### src/verilog/axi_rd_pkg.sv
`default_nettype none

package axi_rd_pkg;

   localparam int ADDR_W     = 32;
   localparam int DATA_W     = 32;
   localparam int OFFSET_W   = 2;   // Byte select within a word
   localparam int LEN_W      = 8;
   localparam int AXLEN_W    = 8;
   localparam int MAX_BEATS  = 16;
   localparam int BOUNDARY_W = 12;  // 4 KB

   // Fixed AR fields
   localparam logic [2:0] AXSIZE_WORD  = 3'b010;
   localparam logic [1:0] AXBURST_INCR = 2'b01;
   localparam logic [3:0] AXCACHE_VAL  = 4'h2;   // Modifiable
   localparam logic [2:0] AXPROT_VAL   = 3'b010;

   typedef enum logic [1:0] {
      IDLE,
      CALC,
      ADDR,
      DATA
   } rd_state_t;

endpackage

`default_nettype wire

### src/verilog/burst_align.sv
`timescale 1ns/1ps
`default_nettype none

module burst_align (
   input  wire                             clk_i,
   input  wire                             rst_i,
   input  wire                             start_i,
   input  wire [axi_rd_pkg::OFFSET_W-1:0]  offset_i,
   input  wire [axi_rd_pkg::LEN_W-1:0]     length_i,
   input  wire [axi_rd_pkg::DATA_W-1:0]    data_i,
   input  wire                             valid_i,
   input  wire                             burst_last_i,
   input  wire                             transfer_last_i,
   output logic [axi_rd_pkg::DATA_W-1:0]   data_o,
   output logic                            valid_o,
   output logic                            last_o,
   output logic                            empty_o
);

   typedef logic [axi_rd_pkg::LEN_W-1:0]  bytes_t;
   typedef logic [axi_rd_pkg::DATA_W-1:0] word_t;

   word_t                             held_q;
   word_t                             lo;
   word_t                             word;
   logic [2*axi_rd_pkg::DATA_W-1:0]   joined;
   logic [axi_rd_pkg::OFFSET_W-1:0]   off_q;
   bytes_t                            left_q;      // Bytes still owed to the client
   bytes_t                            take;
   bytes_t                            left_after;
   bytes_t                            first_room;
   logic                              first_q;
   logic                              flush_q;
   logic                              emit;

   // Aligned start or single first beat reads straight from the bus
   assign lo     = (valid_i && (first_q || off_q == '0)) ? data_i : held_q;
   assign joined = {data_i, lo};
   assign word   = joined[{off_q, 3'b000} +: axi_rd_pkg::DATA_W];

   assign first_room = bytes_t'((1 << axi_rd_pkg::OFFSET_W) - int'(off_q));
   assign take       = (left_q > bytes_t'(axi_rd_pkg::DATA_W / 8)) ?
                       bytes_t'(axi_rd_pkg::DATA_W / 8) : left_q;

   always_comb begin
      emit = flush_q;
      if (valid_i && left_q != '0) begin
         if (first_q && off_q != '0) begin
            emit = (left_q <= first_room);  // Whole request inside the first beat
         end else begin
            emit = 1'b1;
         end
      end
   end

   assign left_after = emit ? left_q - take : left_q;

   always_ff @(posedge clk_i, posedge rst_i) begin
      if (rst_i) begin
         off_q   <= '0;
         left_q  <= '0;
         first_q <= 1'b0;
         flush_q <= 1'b0;
         empty_o <= 1'b1;
         valid_o <= 1'b0;
         last_o  <= 1'b0;
      end else begin
         valid_o <= emit;
         last_o  <= emit && (left_after == '0);
         if (start_i) begin
            off_q   <= offset_i;
            left_q  <= length_i;
            first_q <= 1'b1;
            flush_q <= 1'b0;
            empty_o <= 1'b0;
         end else begin
            left_q <= left_after;
            if (valid_i) begin
               first_q <= 1'b0;
            end
            // Held remainder goes out after the final beat
            flush_q <= burst_last_i && transfer_last_i && (left_after != '0);
            if (valid_o && last_o) begin
               empty_o <= 1'b1;
            end
         end
      end
   end

   always_ff @(posedge clk_i) begin
      if (valid_i) begin
         held_q <= data_i;
      end
      if (emit) begin
         data_o <= word;
      end
   end

   a_no_stray_beat: assert property (@(posedge clk_i) disable iff (rst_i)
      valid_i |-> !empty_o);

endmodule

`default_nettype wire

### config.mk
export PLATFORM = sky130hd
export DESIGN_NAME = burst_align
export DESIGN_NICKNAME = d
export VERILOG_FILES = /design/src/verilog/axi_rd_pkg.sv /design/src/verilog/burst_align.sv
export SDC_FILE = /design/constraint.sdc
export NUM_CORES = 1
export LEC_CHECK = 0
export ABC_AREA = 0
export BUFFER_PORTS_ARGS = -buffer_cell sky130_fd_sc_hd__clkbuf_2
export CORE_MARGIN = 5
export CORE_UTILIZATION = 23
export CTS_CLUSTER_SIZE = 28
export DETAILED_ROUTE_END_ITERATION = 12
export RECOVER_POWER = 50
export SLEW_MARGIN = 40
export SYNTH_ARGS = -nofsm -noshare
export SYNTH_HDL_FRONTEND = slang
export SYNTH_SLANG_ARGS = --single-unit
### constraint.sdc
create_clock -name clk_i -period 7.1 [get_ports clk_i]
set_input_delay 0 -clock clk_i [delete_from_list [all_inputs] [get_ports clk_i]]
set_output_delay 0 -clock clk_i [all_outputs]
set_load 0.1 [all_outputs]
## Yosys cells after proc, flatten, opt, wreduce, memory -nomap -nowiden

Cells that the tools add are included.
Widths: inputs -> output; s select.

| word-level totals | value |
|---|---|
| register bits after elaboration | 79 |
| input port bits | 48 |
| output and inout port bits | 35 |
| word-level logic and storage cells | 40 |

| operators by class | value |
|---|---|
| add/sub/neg operators | 2 |
| magnitude comparators | 2 |
| shifts and indexed selects | 1 |
| multiplexer cells | 11 |
| reduce and logical (&&, ||, !) cells | 15 |

Operator list:

| operator | count |
|---|---|
| $shiftx 64x6->32 | 1 |
| $mux 32 | 1 |
| $mux 8 | 3 |
| $reduce_bool 8->1 | 2 |
| $gt 8x3->1 const B | 1 |
| $le 8x8->1 | 1 |
| $logic_not 8->1 | 1 |
| $sub 8x8->8 | 1 |
| $logic_and 1x1->1 | 7 |
| $mux 1 | 7 |
| $reduce_bool 2->1 | 3 |
| $sub 3x2->4 const A | 1 |
| $logic_not 2->1 | 1 |
| $logic_or 1x1->1 | 1 |

## Logic depth before layout (Yosys ltp)

| depth | value |
|---|---|
| word-level depth | 8 |
| mapped depth | 11 |
| gate-level depth less buffers | 9 |

## Worst setup path before layout

No wires, ideal clock.

| timing path | value |
|---|---|
| path type | register to register |
| start point | register off_q[0] (netlist name) |
| end point | register data_o[0] (netlist name) (enable) |
| setup time | 387 ps |
| data arrival time | 2905 ps |
| data required time | 6713 ps |
| slack | 3808 ps |
| cell stages (with the launch flop) | 12 |
| buffers on the path | 2 |
| clock period less this slack | 3292 ps |
| cells stage by stage | dfrtp_1 buf_2 inv_2 buf_1 ha_1 inv_1 ha_1 nor2b_1 o21ai_0 a2111o_1 nand2_1 inv_1 |

| between the ends | value |
|---|---|
| word-level cells in the longest chain between the ends | 4 |
| elaborated cells between the ends (all ways) | 6 |
| classes of those cells | 1 x add/sub; 1 x order compare; 2 x mux; 2 x reduce/logical |

RTL lines:

| element | RTL line | text |
|---|---|---|
| start, declared | burst_align.sv:27 | `logic [axi_rd_pkg::OFFSET_W-1:0] off_q;` |
| start signal, assigned | burst_align.sv:71 | `off_q <= offset_i;` |
| $sub 3x2->4 or $reduce_bool 2->1 (tied branches) | burst_align.sv:41, burst_align.sv:48 |  |
| $le 8x8->1 or $logic_and 1x1->1 (tied branches) | burst_align.sv:49, burst_align.sv:48 |  |
| $mux 1 * | burst_align.sv:48 | `if (first_q && off_q != '0) begin` |
| $mux 1 * | burst_align.sv:47 | `if (valid_i && left_q != '0) begin` |
| net emit | burst_align.sv:34 | `logic emit;` |
| end signal, assigned | burst_align.sv:95 | `data_o <= word;` |
| end, declared | burst_align.sv:14 | `output logic [axi_rd_pkg::DATA_W-1:0] data_o,` |

The timed path passes the listed nets; every way through them passes the cells marked *.
A chain may end at the register's enable or synchronous reset.

## Worst setup path in the final report

Same ends and word-level chain as after synthesis.

==> impl_metrics.tcl <==
set metrics [dict create \
    run_status "finished with violations" \
    violations_in_the_final_reports "capacitance limit, slew limit" \
    syn_to_final_growth_pct 31.95 \
    clkLatencyLatePin_ns 0.33 \
    synth_cells 352 \
    setup_slack_ns 3.535 \
    grt_pass1_wl_um 17760 \
    postSynthRegisterBits 79 \
    syn_area_per_cell_sq_um 11.93 \
    core_sq_mm 0.01796 \
    grt.total_usage 0.1024 \
    critical_path.cell_chain "inv_2, ha_1, inv_1, ha_1, nor2b_1, o21ai_0, a2111o_1, nand2_1, inv_1, buf_4" \
    initial_core_util 0.2337 \
    max-cap-violations 1 \
    globalRouteOverflowTotal 0 \
    mappedNetlistNets 405 \
    synth_flop_cell "sky130_fd_sc_hd__edfxtp_1" \
    worstPathArrival_ns 3.54 \
    slew_headroom -0.4435 \
    detailroute.via_count 3224 \
    synth_enable_flop_cells 64 \
    clk_pin_slew_worst_paths_ns 0.06 \
    cts_made_buffers 9 \
    reg2regPathDepth 10 \
    routed_wire_length_per_instance_um 15.30 \
    cts-htree-levels 3 \
    final_report_hold_violation_count 0 \
    synth_fa_ha_area_frac 0.01490 \
    layout_common_cells "sky130_fd_sc_hd__edfxtp_1, sky130_fd_sc_hd__clkbuf_1, sky130_fd_sc_hd__nand2_1, sky130_fd_sc_hd__dlygate4sd3_1, sky130_fd_sc_hd__mux2i_1" \
    routed_wirelength_um 10770 \
    vias_in_the_first_global_route 3412 \
    finalCoreUtilization 0.3084 \
    setup_repair_after_global_routing_missed_its_margin "no" \
    worstSetupEndpointType "flop" \
    synth-seq-area-share 0.5475 \
    detail_route.vias_per_cell 4.580 \
    drive_gt1_frac 0.1832 \
    power_frac_seq 0.393 \
    chip_width_um 145.1 \
    synth_compound_area_frac 0.1216 \
    critical_path.startpoint_type "flop" \
    crit_fanout 35 \
    route.detailed.drc 0 \
    port_buffers 82 \
    dr.first_iter.drc_count 200 \
    die_area_sq_mm 0.02105 \
    warnings_synthesis 0 \
    leakage_uw 0.002178 \
    worstMarginPinSlew_ns 2.165 \
    worst_hold_path.num_cells 2 \
    synth_top_family_by_area "multiplexers" \
    fin_crit_ns 3.565 \
    setup-violations-final 0 \
    netSwitchingFraction 0.3576 \
    timing_worst_setup_path_type "flop to flop" \
    synth_simple_gate_area_share 0.1067 \
    chip_height_um 145.1 \
    internal_power_uw 992.7 \
    synth_area_sq_mm 0.004198 \
    post_synth_xor_area_fraction 0 \
    grt_antenna_before_repair 0 \
    critical_path.slowest_cell "sky130_fd_sc_hd__dfrtp_4" \
    cts_tree "done" \
    synth.distinct_cells 50 \
    power.density_cell_area_mw_per_mm2 279.0 \
    final_net_count 524 \
    share_comb_of_total_power 0.295 \
    globalplace.congestion 0.8201 \
    antenna_violating_nets_post_route 0 \
    pre_cts_slack_ns 3.174 \
    async_reset_ff_frac 0.1899 \
    netSwitchingPower_uw 552.6 \
    class_of_the_most_critical_hold_timing_path "input pin to flop" \
    clk_path_buf_depth 2 \
    finClkSkew_ns 0.004100 \
    vdd_drop_max_mv 0.1863 \
    pin_count 83 \
    clkPwrFrac 0.312 \
    fill_cells 1837 \
    worstPathRequired_ns 7.08 \
    mostFrequentLayoutCell "sky130_fd_sc_hd__edfxtp_1" \
    worst_path_largest_cell_delay_ns 0.77 \
    min_period_over_period 0.5021 \
    antenna_cells 0 \
    hold-worst-slack_ns 0.1059 \
    placementRows 49 \
    grt_max_degree 45 \
    maxClockFrequency_mhz 280.5 \
    final_slew_violations 37 \
    drt_pre_antenna_iters 4 \
    cts_sinks 79 \
    ctsRootBufferMaster "sky130_fd_sc_hd__clkbuf_16" \
    synthMuxAreaShare 0.1768 \
    finalSetupTns_ns 0 \
    place_hpwl_um 7617 \
]
-- sequential cells by signal, summed over array words and instances (netlist names) --
signal	count
last_o	1
first_q	1
left_q	8
held_q	32
off_q	2
data_o	32
valid_o	1
flush_q	1
empty_o	1
-- Yosys cell counts (2+ instances only) --
cell type                   n  area (sq um)
sky130_fd_sc_hd__edfxtp_1  64          1922
sky130_fd_sc_hd__nand2_1   46         172.7
sky130_fd_sc_hd__mux2i_1   37         370.4
sky130_fd_sc_hd__nor2_1    27         101.4
sky130_fd_sc_hd__o21ai_0   26         130.1
sky130_fd_sc_hd__mux2_2    15         168.9
sky130_fd_sc_hd__a21oi_1   14         70.07
sky130_fd_sc_hd__dfrtp_1   14         350.3
sky130_fd_sc_hd__clkbuf_1  11         41.29
sky130_fd_sc_hd__buf_2     10         50.05
sky130_fd_sc_hd__mux4_2     9         202.7
sky130_fd_sc_hd__inv_1      8         30.03
sky130_fd_sc_hd__a21o_1     6         45.04
sky130_fd_sc_hd__o311ai_1   6         52.55
sky130_fd_sc_hd__o31ai_1    6         45.04
sky130_fd_sc_hd__and2_1     5         31.28
sky130_fd_sc_hd__ha_1       5         62.56
sky130_fd_sc_hd__a31oi_1    4         25.02
sky130_fd_sc_hd__nor4_1     3         18.77
sky130_fd_sc_hd__or2_2      3         18.77
sky130_fd_sc_hd__a211oi_1   2         15.01
sky130_fd_sc_hd__buf_1      2         7.510
sky130_fd_sc_hd__nor3_1     2         10.01
-- per-stage QoR --
stage,area [sq um],power [uW],std cells
global route,5539,1616,704
floorplan,4198,966.8,352
global placement,4838,1051,644
finish,5539,1545,704
detailed placement,4838,1060,644
CTS,5599,1565,704
-- layout make-up --
| type | count | area (sq um) | area share |
|---|---|---|---|
| repair buffers | 131 | 828.3 | 0.1495 |
| multi-input cells | 241 | 1778 | 0.3210 |
| clock inverters | 6 | 85.08 | 0.01536 |
| clock buffers | 9 | 225.2 | 0.04066 |
| flip-flops and latches | 79 | 2302 | 0.4156 |
| well taps | 229 | 286.5 | 0.05173 |
| inverters | 9 | 33.78 | 0.006099 |
-- critical path: cells and delay by family, from the launching register on --
kind            cells  cell delay [ns]
buf+inv             4             0.92
flops               1             0.77
fa+ha+maj           2             0.67
compound gates      2             0.55
simple gates        2             0.28
-- power by group through the flow --
stage | Clock, uW | Combinational (uW) | Sequential (uW)
3_5_place_dp | 0 | 443 | 617
2_1_floorplan | 0 | 168 | 799
3_3_place_gp | 0 | 436 | 615
4_1_cts | 492 | 465 | 608
6_report | 482 | 456 | 607
5_1_grt | 515 | 486 | 615
-- cells by family after synthesis --
logic type | Yosys count
AO/OA/AOI/OAI | 78
adder cells (fa/ha/maj) | 5
buffers and inverters | 32
flip-flops | 79
multiplexers | 61
other | 1
AND/OR/NAND/NOR | 96
-- path summary, 6_finish.rpt --
kind,startpoint,endpoint,slack (ns)
max in group asynchronous,rst_i,off_q[0],6.40
worst max register to register,off_q[0],data_o[0],3.54
worst min register to register,empty_o,empty_o,0.52
worst max-delay path,off_q[0],data_o[0],3.54
worst min-delay path,start_i,empty_o,0.11
min in group asynchronous,rst_i,last_o,0.27
-- per-layer routing --
layer	part of all wire	vias up	routed length, um	GRT usage
met1	0.44	1558	4757	0.1280
met4	0.012	0	126	0.02845
met3	0.054	13	584	0.02838
met5	0	-	0	0
met2	0.49	84	5304	0.1739
li1	-	1569	-	-
-- timing repair --
item,4_1_cts,5_1_grt
hold buffers,45,0
buffers inserted,0,0
gates resized for setup,0,0
hold endpoints to repair,57,0
(Power assumes the default switching activity.)
