<file path="config.mk">
export PLATFORM = sky130hd
export DESIGN_NAME = read_fsm_flat
export DESIGN_NICKNAME = d
export VERILOG_FILES = /design/src/verilog/axi_rd_pkg.sv /design/src/verilog/xfer_if.sv /design/src/verilog/read_fsm.sv /design/src/flat_wrapper.sv
export SDC_FILE = /design/constraint.sdc
export NUM_CORES = 1
export LEC_CHECK = 0
export ABC_AREA = 1
export BUFFER_PORTS_ARGS = -buffer_cell sky130_fd_sc_hd__buf_2
export CELL_PAD_IN_SITES_DETAIL_PLACEMENT = 0
export CELL_PAD_IN_SITES_GLOBAL_PLACEMENT = 1
export CORE_MARGIN = 5
export CORE_UTILIZATION = 32
export DETAILED_ROUTE_END_ITERATION = 8
export GPL_ROUTABILITY_DRIVEN = 0
export PLACE_DENSITY_LB_ADDON = 0.1
export SLEW_MARGIN = 20
export SYNTH_ARGS = -nofsm -noshare
export SYNTH_HDL_FRONTEND = slang
export SYNTH_SLANG_ARGS = --single-unit
</file>
<file path="constraint.sdc">
create_clock -name clk_i -period 1.57 [get_ports clk_i]
set_clock_uncertainty 0.2 [all_clocks]
set_input_delay 0.314 -clock clk_i [delete_from_list [all_inputs] [get_ports clk_i]]
set_output_delay 0.314 -clock clk_i [all_outputs]
set_load 0.005 [all_outputs]
</file>
<file path="src/verilog/axi_rd_pkg.sv">
`default_nettype none

package axi_rd_pkg;

   localparam int ADDR_W     = 32;
   localparam int DATA_W     = 32;
   localparam int OFFSET_W   = 2;   // Byte select within a word
   localparam int LEN_W      = 8;
   localparam int AXLEN_W    = 8;
   localparam int MAX_BEATS  = 16;
   localparam int BOUNDARY_W = 12;  // 4 KB

   // Fixed AR fields
   localparam logic [2:0] AXSIZE_WORD  = 3'b010;
   localparam logic [1:0] AXBURST_INCR = 2'b01;
   localparam logic [3:0] AXCACHE_VAL  = 4'h2;   // Modifiable
   localparam logic [2:0] AXPROT_VAL   = 3'b010;

   typedef enum logic [1:0] {
      IDLE,
      CALC,
      ADDR,
      DATA
   } rd_state_t;

endpackage

`default_nettype wire

</file>
<file path="src/verilog/xfer_if.sv">
`timescale 1ns/1ps
`default_nettype none

interface xfer_if;

   logic                             transfer_start;
   logic                             burst_start;
   logic [axi_rd_pkg::ADDR_W-1:0]    axaddr;
   logic [axi_rd_pkg::AXLEN_W-1:0]   axlen;
   logic                             last_transfer;

   modport ctrl (
      output transfer_start,
      output burst_start,
      input  axlen,
      input  last_transfer
   );

   modport calc (
      input  transfer_start,
      input  burst_start,
      output axaddr,
      output axlen,
      output last_transfer
   );

endinterface

`default_nettype wire

</file>
<file path="src/verilog/read_fsm.sv">
`timescale 1ns/1ps
`default_nettype none

module read_fsm (
   input  wire                              clk_i,
   input  wire                              rst_i,
   input  wire                              m_rvalid_i,
   input  wire                              align_empty_i,
   input  wire                              axi_arready_i,
   input  wire                              axi_rvalid_i,
   input  wire                              axi_rlast_i,
   xfer_if.ctrl                             xfer,
   output logic                             axi_arvalid_o,
   output logic                             axi_rready_o,
   output logic [axi_rd_pkg::AXLEN_W-1:0]   axi_arlen_o,
   output logic                             align_start_o
);

   axi_rd_pkg::rd_state_t state_q;

   logic accept;
   logic r_last;

   assign accept = (state_q == axi_rd_pkg::IDLE) && m_rvalid_i && align_empty_i;
   assign r_last = axi_rvalid_i && axi_rready_o && axi_rlast_i;

   assign axi_rready_o        = (state_q == axi_rd_pkg::DATA);
   assign xfer.transfer_start = accept;
   assign xfer.burst_start    = axi_arvalid_o && axi_arready_i;  // AR handshake
   assign align_start_o       = accept;

   always_ff @(posedge clk_i, posedge rst_i) begin
      if (rst_i) begin
         state_q       <= axi_rd_pkg::IDLE;
         axi_arvalid_o <= 1'b0;
         axi_arlen_o   <= '0;
      end else begin
         unique case (state_q)
            axi_rd_pkg::IDLE: begin
               if (accept) begin
                  state_q <= axi_rd_pkg::CALC;
               end
            end
            axi_rd_pkg::CALC: begin
               axi_arvalid_o <= 1'b1;
               axi_arlen_o   <= xfer.axlen;  // Counter settled since load or advance
               state_q       <= axi_rd_pkg::ADDR;
            end
            axi_rd_pkg::ADDR: begin
               if (axi_arready_i) begin
                  axi_arvalid_o <= 1'b0;
                  state_q       <= axi_rd_pkg::DATA;
               end
            end
            axi_rd_pkg::DATA: begin
               if (r_last) begin
                  state_q <= xfer.last_transfer ? axi_rd_pkg::IDLE : axi_rd_pkg::CALC;
               end
            end
            default: state_q <= axi_rd_pkg::IDLE;
         endcase
      end
   end

   a_arvalid_hold: assert property (@(posedge clk_i) disable iff (rst_i)
      axi_arvalid_o && !axi_arready_i |=> axi_arvalid_o);

endmodule

`default_nettype wire

</file>
<file path="src/flat_wrapper.sv">
// flat-port wrapper written by rule: the top's interface ports become plain ports
module read_fsm_flat 
  (clk_i, rst_i, m_rvalid_i, align_empty_i, axi_arready_i, axi_rvalid_i, axi_rlast_i, axi_arvalid_o, axi_rready_o, axi_arlen_o, align_start_o, xfer_transfer_start, xfer_burst_start, xfer_axlen, xfer_last_transfer);
  xfer_if xfer_i ();
  input  wire clk_i;
  input  wire rst_i;
  input  wire m_rvalid_i;
  input  wire align_empty_i;
  input  wire axi_arready_i;
  input  wire axi_rvalid_i;
  input  wire axi_rlast_i;
  output logic axi_arvalid_o;
  output logic axi_rready_o;
  output logic [axi_rd_pkg::AXLEN_W-1:0] axi_arlen_o;
  output logic align_start_o;
  output wire logic [$bits(xfer_i.transfer_start)-1:0] xfer_transfer_start;
  output wire logic [$bits(xfer_i.burst_start)-1:0] xfer_burst_start;
  input wire logic [$bits(xfer_i.axlen)-1:0] xfer_axlen;
  input wire logic [$bits(xfer_i.last_transfer)-1:0] xfer_last_transfer;
  assign xfer_transfer_start = xfer_i.transfer_start;
  assign xfer_burst_start = xfer_i.burst_start;
  assign xfer_i.axlen = xfer_axlen;
  assign xfer_i.last_transfer = xfer_last_transfer;
  read_fsm u_core (.clk_i(clk_i), .rst_i(rst_i), .m_rvalid_i(m_rvalid_i), .align_empty_i(align_empty_i), .axi_arready_i(axi_arready_i), .axi_rvalid_i(axi_rvalid_i), .axi_rlast_i(axi_rlast_i), .xfer(xfer_i), .axi_arvalid_o(axi_arvalid_o), .axi_rready_o(axi_rready_o), .axi_arlen_o(axi_arlen_o), .align_start_o(align_start_o));
endmodule
</file>
Yosys cells after proc, flatten, opt, wreduce, memory -nomap -nowiden

Cells that the tools add are included.
Widths: inputs -> output; s select.

Bits in registers: 11
Input port bits: 16
Output and inout port bits: 13

Equality and inequality tests: 6
Muxes and demuxes: 7
Reductions and logical operators: 9

Operator list:

| operator           | number |
|---|---|
| $pmux 2 s4         | 1 |
| $mux 2             | 3 |
| $ne 2x2->1 const B | 3 |
| $logic_and 1x1->1  | 5 |
| $eq 2x2->1 const B | 2 |
| $reduce_and 3->1   | 1 |
| $eq 2x1->1 const B | 1 |
| $logic_not 2->1    | 1 |
| $mux 1             | 2 |
| $pmux 1 s2         | 1 |
| $reduce_and 2->1   | 1 |
| $reduce_bool 2->1  | 1 |

Logic depth before layout (Yosys ltp)

Gate-level depths: netlist of run 1.

Depth in word-level cells: 5
Depth in mapped cells: 7
Depth with buffers taken out: 7

Worst setup path after synthesis of run 1

No wires, ideal clock.

Path kind: flip-flop to output port
Start point: register u_core.state_q[0]
End point: output port xfer_transfer_start
Arrival time: 0.935 ns
Data required time: 1.056 ns
Setup slack: 0.121 ns
Stages on the path, launching flop included: 5
Buffers on the path: 1
Path through: dfrtp_1 inv_1 ha_1 and3_1 buf_4

Longest elaborated chain between the ends: 3

RTL lines:

| what                            | line               | text |
|---|---|---|
| from (decl)                     | read_fsm.sv:19     | `axi_rd_pkg::rd_state_t state_q;` |
| from (signal assigned)          | read_fsm.sv:34     | `state_q <= axi_rd_pkg::IDLE;` |
| from (signal assigned)          | read_fsm.sv:41     | `state_q <= axi_rd_pkg::CALC;` |
| from (signal assigned)          | read_fsm.sv:47     | `state_q <= axi_rd_pkg::ADDR;` |
| $logic_not 2->1                 | read_fsm.sv:24     | `assign accept = (state_q == axi_rd_pkg::IDLE) && m_rvalid_i && align_empty_i;` |
| $logic_and 1x1->1 (2 in series) | read_fsm.sv:24     |  |
| to (decl)                       | flat_wrapper.sv:16 | `output wire logic [$bits(xfer_i.transfer_start)-1:0] xfer_transfer_start;` |

Every way passes these cells.

Worst setup path after layout of run 1

Start point: register u_core.state_q[1]
End point: output port xfer_transfer_start

The elaborated chain is that of the path after synthesis.

==> out/metrics.csv, run 1 <==
stage,metric,value,unit
yosys,Compound-Gate Fraction of Synth Area,4.904,%
global_routing,"Remaining Overflow, GRT",0,
place,Final HPWL DP,927.6,um
clock_network,Clock Path Buffers,2,
setup_path,Crit. End Element,primary output,
global_routing,met2 usage,13.02,%
global_routing,Overall Global Routing Usage,9.479,%
die,core footprint,1727,sq um
clock_network,CTS buffer count,3,
yosys,post-synthesis mux area share,20.47,%
yosys,Gate Count Post-Synth,52,
yosys,distinct cell type count after synthesis,14,
setup_path,Top delay family on crit path,flip-flops,
finish,register area,275.3,sq um
finish,final core utilization,52.46,%
place,DP Worst Slack,87.99,ps
sta,Slew @ Worst Pin,417.0,ps
sta,final setup violation count,3,
yosys,"Seq/Total Area, Yosys",46.91,%
die,# rows,15,
clock_network,clock-pin slew on the worst setup and hold paths,70,ps
yosys,Syn Area/Cell,11.28,sq um
route,final WL,1.300,mm
global_routing,first-pass GRT wire length,1.876,mm
clock_network,"Clk Latency, worst-skew pair",260,ps
finish,Layout area overhead,54.37,%
sta,Fmax,604.5,MHz
route,Routed Antenna Nets,0,
die,die height,52.82,um
status,failing checks,setup timing,
global_routing,vias in the first global route,453,
power_and_ir_drop,static leakage power,0.4847,nW
die,die area,2790,sq um
setup_path,"critical path fanouts, max",2,
route,initial DRC count,14,
worst_hold_path,worst min path class,in2reg,
place,number of port buffers,28,
yosys,XOR/XNOR share of the synthesized area,0,%
setup_path,Worst path slowest cell,dfrtp_1,
finish,"non-filler cells, final",114,
sta,Slew headroom,72.17,%
die,Ports,29,
place,DP Cell Count,105,
route,via/cell ratio,4.175,
setup_path,crit path DAT,1140,ps
status,status,finished with violations,
clock_network,CTS tree,yes,
yosys,Adder-Cell Fraction of Synth Area,8.529,%
sta,final period utilization,105.4,%
sta,setup TNS,-215.0,ps
finish,# diodes,0,
sta,final hold vios,0,
yosys,Post-Synth Simple-Gate Area,11.51,%
route,First-pass DRT Iterations,2,
global_routing,initial antenna violation count,0,
route,# DRC,0,
clock_network,root buffer selected by CTS,clkbuf_4,
sta,fin crit period,1654,ps
route,drt wl/cell,11.40,um
setup_path,CP peak stage delay,400,ps
power_and_ir_drop,PwrDens,1948,nW/um^2
global_routing,GRT busiest layer,met2,
place,Post-DP Area,767.0,sq um
sta,RSZ-0062 raised after global routing,yes,
yosys,yosys warns,0,
yosys,Synth Register Bits,11,
route,routed vias,476,
setup_path,"critical path, cell by cell","inv_2, ha_4, and3_4, buf_6",
sta,Setup WS post-layout,-84.21,ps
finish,FILL cells,150,
finish,share of cells above drive strength 1,59.55,%
finish,multi-input combinational cell area,309.0,sq um
finish,nets,110,
yosys,largest family of logic cells by synthesized area,multiplexers,
flow_run,maxcap violations,0,
setup_path,WP buf/inv,2,
yosys,syn nets,72,
yosys,Synth Cell Area,586.8,sq um
finish,post-route cell area,905.9,sq um
sta,final count of pins violating max slew,0,
setup_path,Worst Setup Path Type,reg2out,
setup_path,crit start category,flip-flop,
clock_network,TritonCTS Sinks,11,
power_and_ir_drop,maximum VDD drop,0.8438,mV
die,Starting Density,33.99,%
die,Die Wd,52.82,um
setup_path,worst endpoint required time,1060,ps
global_routing,largest net degree at the start of global routing,12,
clock_network,H-Tree Depth,1,
global_routing,met3 usage,1.994,%
global_routing,GR Util met1,11.98,%
-- cell usage in the layout, fill, tap and decap left out, types with 2 or more instances in the layout --
master	count
buf_2	26
buf_4	4
buf_6	2
clkbuf_4	3
dfrtp_1	11
ha_4	3
inv_1	5
inv_2	2
mux2_4	8
nand2_1	11
nand3_1	2
o21bai_1	2
-- stage by stage --
step / power [mW] / hold slack (ps)
after floorplan: 1.060 / -33.56
after global placement: 1.348 / 123.4
after detailed placement: 1.335 / 131.1
after CTS: 1.633 / 74.73
after global routing: 1.887 / 61.40
final: 1.764 / 81.37
-- worst paths after layout --
| path | slack, ps | startpoint | end | cells after the start |
|---|---|---|---|---|
| setup / recovery | -80 | u_core.state_q[1]$_DFFE_PP0P_ | xfer_transfer_start | 4 |
| hold / removal | 80 | xfer_axlen[4] | u_core.axi_arlen_o[4]$_DFFE_PP0P_ | 2 |
| setup reg to reg | 60 | u_core.state_q[1]$_DFFE_PP0P_ | u_core.axi_arlen_o[7]$_DFFE_PP0P_ | 5 |
| hold reg to reg | 310 | u_core.axi_arlen_o[3]$_DFFE_PP0P_ | u_core.axi_arlen_o[3]$_DFFE_PP0P_ | 1 |
| max in group asynchronous | 490 | rst_i | u_core.axi_arvalid_o$_DFFE_PP0P_ | 3 |
| min in group asynchronous | 380 | rst_i | u_core.axi_arlen_o[5]$_DFFE_PP0P_ | 3 |
-- cells in the mapped netlist --
| cell type | n | area, sq um |
|---|---|---|
| a21oi_2 | 1 | 8.760 |
| and3_1 | 1 | 6.260 |
| buf_4 | 1 | 7.510 |
| buf_6 | 1 | 11.26 |
| dfrtp_1 | 11 | 275.3 |
| ha_1 | 4 | 50.05 |
| inv_1 | 7 | 26.28 |
| mux2_4 | 8 | 120.1 |
| nand2_1 | 11 | 41.29 |
| nand3_1 | 2 | 10.01 |
| nor2_1 | 1 | 3.750 |
| nor2_2 | 1 | 6.260 |
| o21ai_0 | 1 | 5.000 |
| o21bai_1 | 2 | 15.01 |
-- timing repair --
item / in CTS / in global routing
resized for setup: 6 / 5
cloned: 0 / 1
hold buffers: 1 / 0
endpoints found under the setup margin: 3 / 11
pin swaps: 1 / 2
endpoints found under the hold margin: 11 / 0
setup buffers: 3 / 0
-- report_power, final --
group | total, mW | internal, mW | switching [mW] | leakage [nW]
Combinational | 1.07 | 0.642 | 0.430 | 0.342
Clock | 0.188 | 0.0981 | 0.0895 | 0.0150
Sequential | 0.505 | 0.430 | 0.0748 | 0.128
Total | 1.76 | 1.17 | 0.594 | 0.485
-- final cells by class --
class                   instances  share of cell area [%]
flip-flops and latches         11                   30.39
inverters                       7                   2.901
well taps                      25                   3.453
repair buffers                 35                   26.24
multi-input cells              32                   34.12
clock buffers                   4                   2.901
-- registers in the layout, summed over array words and instances, names as in the netlist --
| signal | flops |
|---|---|
| u_core.axi_arlen_o | 8 |
| u_core.state_q | 2 |
| u_core.axi_arvalid_o | 1 |
-- kinds of logic after synthesis --
group	count (synthesis)
compound gates	4
buf+inv	9
fa+ha+maj	4
simple gates	16
mux	8
flops	11
-- metal layers --
metal	routed length (um)	up-vias
met5	0	-
met1	625	212
met4	28	0
li1	-	240
met2	533	22
met3	112	2
Power figures use the tool's default switching activity.
==> inputs of run 2 (changes only) <==
- PLACE_DENSITY_LB_ADDON: 0.1 -> 0.15
==> run 2 against run 1 <==
The run still ends with setup timing left. Sequential power hardly changed. Worst hold slack worse by 9.4 ps. Design area is 5.0% lower. Non-clock buffer count is 1 higher. Largest power group unchanged.
==> out/metrics.csv, run 2 (synthesis gave the netlist of run 1 again) <==
stage,metric,value,unit,change
setup_path,"critical path fanouts, max",2,,unchanged
route,Routed Antenna Nets,0,,unchanged
sta,final setup violation count,3,,unchanged
worst_hold_path,worst min path class,in2reg,,
sta,final count of pins violating max slew,0,,unchanged
die,Ports,29,,unchanged
power_and_ir_drop,Clk pwr share,11.5,%,+0.9 points
global_routing,Overall Global Routing Usage,9.834,%,+0.36 points
route,initial DRC count,7,,-7
finish,share of cells above drive strength 1,58.89,%,-0.66 points
setup_path,crit start category,flip-flop,,
global_routing,"Remaining Overflow, GRT",0,,unchanged
finish,Layout area overhead,46.70,%,
finish,"leading cell type in the layout, fill and taps excluded",buf_2,,
finish,nets,111,,+0.91%
place,number of port buffers,28,,unchanged
place,Post-DP Area,759.5,sq um,-0.98%
setup_path,Crit. End Element,primary output,,
power_and_ir_drop,Sw Ratio,33.49,%,-0.19 points
route,final WL,1.299,mm,about the same
power_and_ir_drop,maximum VDD drop,0.9456,mV,+12%
power_and_ir_drop,PwrDens,1938,nW/um^2,-0.51%
finish,most frequent cells in the layout,"buf_2 (28), nand2_1 (11), dfrtp_1 (11)",,
finish,post-route cell area,860.8,sq um,-5.0%
finish,Regs by FF count,"u_core.axi_arlen_o: 8 flops, u_core.state_q: 2 flops, u_core.axi_arvalid_o: 1 flops",,
sta,setup TNS,-262.1,ps,-47.16 ps
global_routing,largest net degree at the start of global routing,12,,unchanged
die,die height,52.82,um,unchanged
finish,register area,275.3,sq um,unchanged
power_and_ir_drop,Pint,1.110,mW,-5.2%
sta,RSZ-0062 raised after global routing,yes,,
power_and_ir_drop,switching power total,0.5586,mW,-6.0%
finish,# diodes,0,,unchanged
finish,multi-input combinational cell area,286.5,sq um,-7.3%
setup_path,crit path DAT,1160,ps,+20 ps
clock_network,"Clk Latency, worst-skew pair",270,ps,about the same
power_and_ir_drop,Reg power frac,30.4,%,+1.8 points
die,# rows,15,,unchanged
route,drt wl/cell,11.30,um,-0.95%
route,via/cell ratio,4.139,,-0.87%
global_routing,first-pass GRT wire length,1.959,mm,+4.4%
die,core footprint,1727,sq um,unchanged
status,status,finished with violations,,
finish,FILL cells,180,,+20%
power_and_ir_drop,static leakage power,0.4799,nW,-1.0%
route,# DRC,0,,unchanged
global_routing,initial antenna violation count,0,,unchanged
sta,Fmax,598.4,MHz,-1.0%
flow_run,maxcap violations,0,,unchanged
sta,final hold vios,0,,unchanged
clock_network,TritonCTS Sinks,11,,unchanged
sta,fin crit period,1671,ps,+16.97 ps
clock_network,root buffer selected by CTS,clkbuf_4,,
die,die area,2790,sq um,unchanged
sta,final period utilization,106.4,%,+1.1 points
finish,Biggest register,u_core.axi_arlen_o,,
die,Die Wd,52.82,um,unchanged
status,failing checks,setup timing,,
clock_network,H-Tree Depth,1,,unchanged
clock_network,clock-pin slew on the worst setup and hold paths,70,ps,about the same
power_and_ir_drop,Gate power share,58.0,%,-2.7 points
route,routed vias,476,,unchanged
sta,Setup WS post-layout,-101.2,ps,-16.97 ps
clock_network,CTS buffer count,3,,unchanged
finish,max FFs per register,8,,unchanged
setup_path,Worst Setup Path Type,reg2out,,
clock_network,Clock Path Buffers,2,,unchanged
place,Final HPWL DP,935,um,+0.80%
setup_path,worst endpoint required time,1060,ps,about the same
sta,Slew @ Worst Pin,434.6,ps,+17.58 ps
sta,Slew headroom,71.00,%,-1.2 points
global_routing,vias in the first global route,462,,+2.0%
route,First-pass DRT Iterations,4,,+2
die,Starting Density,33.99,%,unchanged
sta,Hold WS,72.00,ps,-9.366 ps
clock_network,CTS tree,yes,,
## run 2: changes by cell type in the layout (fill, tap and decap cells not counted)
cell / change
buf_2: +2
clkbuf_16: -1
buf_4: +2
ha_1: +1
ha_4: -2
ha_2: +1
buf_6: -2
## run 2: worst paths after layout
| path | start | end | slack (ps) | depth (start not counted) |
|---|---|---|---|---|
| setup / recovery | u_core.state_q[1]$_DFFE_PP0P_ | align_start_o | -100 | 4 |
| hold / removal | xfer_axlen[0] | u_core.axi_arlen_o[0]$_DFFE_PP0P_ | 70 | 2 |
| setup reg to reg | u_core.state_q[0]$_DFFE_PP0P_ | u_core.state_q[1]$_DFFE_PP0P_ | 10 | 8 |
| hold reg to reg | u_core.axi_arlen_o[3]$_DFFE_PP0P_ | u_core.axi_arlen_o[3]$_DFFE_PP0P_ | 310 | 1 |
| max in group asynchronous | rst_i | u_core.axi_arlen_o[4]$_DFFE_PP0P_ | 480 | 3 |
| min in group asynchronous | rst_i | u_core.axi_arlen_o[2]$_DFFE_PP0P_ | 380 | 3 |
## run 2: area by class of cell
cell class | instances | area share (%)
repair buffers | 36 | 25.00
clock buffers | 4 | 3.052
flip-flops and latches | 11 | 31.98
well taps | 25 | 3.634
inverters | 7 | 3.052
multi-input cells | 32 | 33.28
## run 2: power groups by stage
stage,logic [mW],clock network [mW],registers (mW)
6_report,0.968,0.193,0.508
4_1_cts,0.936,0.206,0.510
3_3_place_gp,0.801,0,0.524
5_1_grt,1.06,0.219,0.530
3_5_place_dp,0.801,0,0.525
2_1_floorplan,0.531,0,0.529
## run 2: through the flow
step / worst slack (ps) / cells / util [%] / power, mW
global placement: 66.09 / 104 / 43.99 / 1.325
global route: -137.4 / 115 / 49.86 / 1.810
CTS: -107.9 / 113 / 48.99 / 1.652
detailed placement: 61.70 / 104 / 43.99 / 1.326
finish: -101.2 / 115 / 49.86 / 1.668
floorplan: 120.8 / 52 / - / 1.060
## run 2: per-layer routing
metal | vias to the layer above | GRT usage (%) | part of all wire, %
met5 | - | 0 | 0
met4 | 0 | 2.553 | 0.92
met3 | 2 | 5.128 | 7.0
met2 | 15 | 16.74 | 51
met1 | 217 | 10.59 | 41
li1 | 242 | - | -
## run 2: what timing repair did
| item | CTS | global route |
|---|---|---|
| setup endpoints to repair | 3 | 3 |
| cloned | 0 | 0 |
| resized for setup | 6 | 0 |
| buffers inserted | 4 | 2 |
| hold endpoints to repair | 11 | 0 |
| pin swaps | 0 | 1 |
| hold buffers | 1 | 0 |
## run 2: critical path: stages (launching register included)
cell	delay, ps
dfrtp_1	400
inv_2	90
ha_4	130
and3_4	170
buf_2	110
==> inputs of run 3 (changes only) <==
- ABC_CLOCK_PERIOD_IN_PS: not set -> 1570
- REMOVE_ABC_BUFFERS: not set -> 1
==> run 3 against run 2 <==
The run still ends with setup timing left. Clock-buffer cell count unchanged. Design area down 2.3%. Total power down 3.3%. Critical path depth unchanged. Non-clock buffer count down 3. First-iteration DRC count down 57%. Largest power group unchanged. Sequential power about the same. Combinational power down 4.5%. Worst setup slack better by 2.2 ps. Fmax up 0.13%. Critical endpoint is now xfer_transfer_start.
==> out/metrics.csv, run 3 (synthesis gave the netlist of run 1 again) <==
stage,metric,value,unit,change
sta,Slew headroom,73.45,%,+2.5 points
route,routed vias,488,,+2.5%
global_routing,first-pass GRT wire length,2.001,mm,+2.1%
place,Post-DP Area,759.5,sq um,unchanged
die,Die Wd,52.82,um,unchanged
setup_path,Worst Setup Path Type,reg2out,,
finish,post-route cell area,840.8,sq um,-2.3%
route,final WL,1.224,mm,-5.8%
sta,fin crit period,1669,ps,-2.204 ps
finish,share of cells above drive strength 1,58.62,%,-0.27 points
sta,Hold WS,85.78,ps,+13.77 ps
sta,Fmax,599.2,MHz,+0.13%
place,Final HPWL DP,901.2,um,-3.6%
finish,final core utilization,48.70,%,-1.2 points
place,DP Cell Count,104,,unchanged
sta,final hold vios,0,,unchanged
setup_path,crit start category,flip-flop,,
route,Routed Antenna Nets,0,,unchanged
finish,"leading cell type in the layout, fill and taps excluded",buf_2,,
finish,FILL cells,185,,+2.8%
global_routing,vias in the first global route,499,,+8.0%
sta,final count of pins violating max slew,0,,unchanged
die,core footprint,1727,sq um,unchanged
clock_network,CTS buffer count,3,,unchanged
die,Ports,29,,unchanged
route,# DRC,0,,unchanged
route,First-pass DRT Iterations,2,,-2
clock_network,H-Tree Depth,1,,unchanged
setup_path,R2R depth,4,,-4
setup_path,Worst R2R Setup Slack,80,ps,+70 ps
finish,"non-filler cells, final",112,,-2.6%
worst_hold_path,worst min path class,in2reg,,
route,via/cell ratio,4.357,,+5.3%
sta,final setup violation count,3,,unchanged
die,die height,52.82,um,unchanged
finish,# diodes,0,,unchanged
setup_path,CP peak stage delay,400,ps,about the same
clock_network,Clock Path Buffers,2,,unchanged
route,initial DRC count,3,,-4
sta,setup TNS,-258.2,ps,+3.974 ps
finish,most frequent cells in the layout,"buf_2 (28), nand2_1 (11), dfrtp_1 (11)",,
power_and_ir_drop,PwrDens,1918,nW/um^2,-1.0%
worst_hold_path,min-delay src,xfer_axlen[3],,
clock_network,clock-pin slew on the worst setup and hold paths,60,ps,about the same
setup_path,Crit. End Element,primary output,,
power_and_ir_drop,maximum VDD drop,0.6898,mV,-27%
die,die area,2790,sq um,unchanged
setup_path,"critical path fanouts, max",3,,+1
die,Starting Density,33.99,%,unchanged
clock_network,root buffer selected by CTS,clkbuf_4,,
setup_path,WP buf/inv,2,,unchanged
worst_hold_path,Hold EP,u_core.axi_arlen_o[3]$_DFFE_PP0P_,,
global_routing,"Remaining Overflow, GRT",0,,unchanged
global_routing,initial antenna violation count,0,,unchanged
sta,Slew @ Worst Pin,397.9,ps,-36.71 ps
global_routing,largest net degree at the start of global routing,12,,unchanged
setup_path,crit path DAT,1150,ps,about the same
sta,final period utilization,106.3,%,-0.14 points
place,DP Worst Slack,89.52,ps,+27.82 ps
die,# rows,15,,unchanged
finish,Layout area overhead,43.28,%,
setup_path,reg2reg end,u_core.axi_arlen_o[5]$_DFFE_PP0P_,,
flow_run,maxcap violations,0,,unchanged
status,failing checks,setup timing,,
sta,RSZ-0062 raised after global routing,yes,,
setup_path,Worst path slowest cell,dfrtp_1,,
setup_path,"critical path, cell by cell","inv_2, ha_4, and3_4, buf_2",,
finish,nets,108,,-2.7%
finish,Regs by FF count,"u_core.axi_arlen_o: 8 flops, u_core.state_q: 2 flops, u_core.axi_arvalid_o: 1 flops",,
worst_hold_path,worst hold stages,2,,unchanged
finish,max FFs per register,8,,unchanged
setup_path,Crit Reg-Reg Startpoint,u_core.state_q[0]$_DFFE_PP0P_,,
setup_path,worst endpoint required time,1060,ps,about the same
setup_path,Top delay family on crit path,flip-flops,,
clock_network,"Clk Latency, worst-skew pair",260,ps,about the same
sta,Setup WS post-layout,-98.98,ps,+2.204 ps
clock_network,CTS tree,yes,,
power_and_ir_drop,static leakage power,0.4639,nW,-3.3%
place,number of port buffers,28,,unchanged
finish,Biggest register,u_core.axi_arlen_o,,
clock_network,TritonCTS Sinks,11,,unchanged
route,drt wl/cell,10.93,um,-3.2%
global_routing,Overall Global Routing Usage,10.29,%,+0.46 points
status,status,finished with violations,,
power_and_ir_drop,Total Power,1.613,mW,-3.3%
## run 3: area by class of cell
cell class	count	area (sq um)	share of cell area, %
flip-flops and latches	11	275.3	32.74
well taps	25	31.28	3.720
clock buffers	4	26.28	3.125
repair buffers	33	192.7	22.92
multi-input cells	32	289.0	34.37
inverters	7	26.28	3.125
## run 3: how the worst max path moves through the flow
stage	startpoint	end	slack [ps]	cells past startpoint
floorplan	u_core.state_q[1]$_DFFE_PP0P_	u_core.axi_arlen_o[0]$_DFFE_PP0P_	20	3
global placement	u_core.state_q[0]$_DFFE_PP0P_	align_start_o	60	4
detailed placement	u_core.state_q[0]$_DFFE_PP0P_	align_start_o	90	4
CTS	u_core.state_q[0]$_DFFE_PP0P_	align_start_o	-110	4
global route	u_core.state_q[0]$_DFFE_PP0P_	xfer_transfer_start	-160	4
finish	u_core.state_q[1]$_DFFE_PP0P_	xfer_transfer_start	-100	4
## run 3: power by group
group | switching [mW] | leakage (nW) | total, mW | internal [mW]
combinational | 0.386 | 0.321 | 0.924 | 0.538
sequential | 0.0772 | 0.128 | 0.508 | 0.431
clock | 0.0832 | 0.0150 | 0.181 | 0.0980
total | 0.546 | 0.464 | 1.61 | 1.07
## run 3: routing by layer
metal | track usage (%) | routed length (um) | vias to the layer above
met4 | 11.91 | 42 | 0
met1 | 11.57 | 516 | 220
met3 | 2.564 | 151 | 4
met5 | 0 | 0 | -
li1 | - | - | 235
met2 | 14.46 | 513 | 29
## run 3: worst register-to-register path, stage by stage, from the launching register on
cell     delay, ps
dfrtp_1        400
buf_4          150
ha_2           190
buf_12         140
mux2_4         290
## run 3: what timing repair did
action | in CTS | in global routing
hold endpoints to repair | 11 | 0
setup endpoints to repair | 3 | 11
buffers inserted | 2 | 1
pin swaps | 1 | 0
hold buffers | 1 | 0
gates resized for setup | 6 | 1
gates cloned | 0 | 0
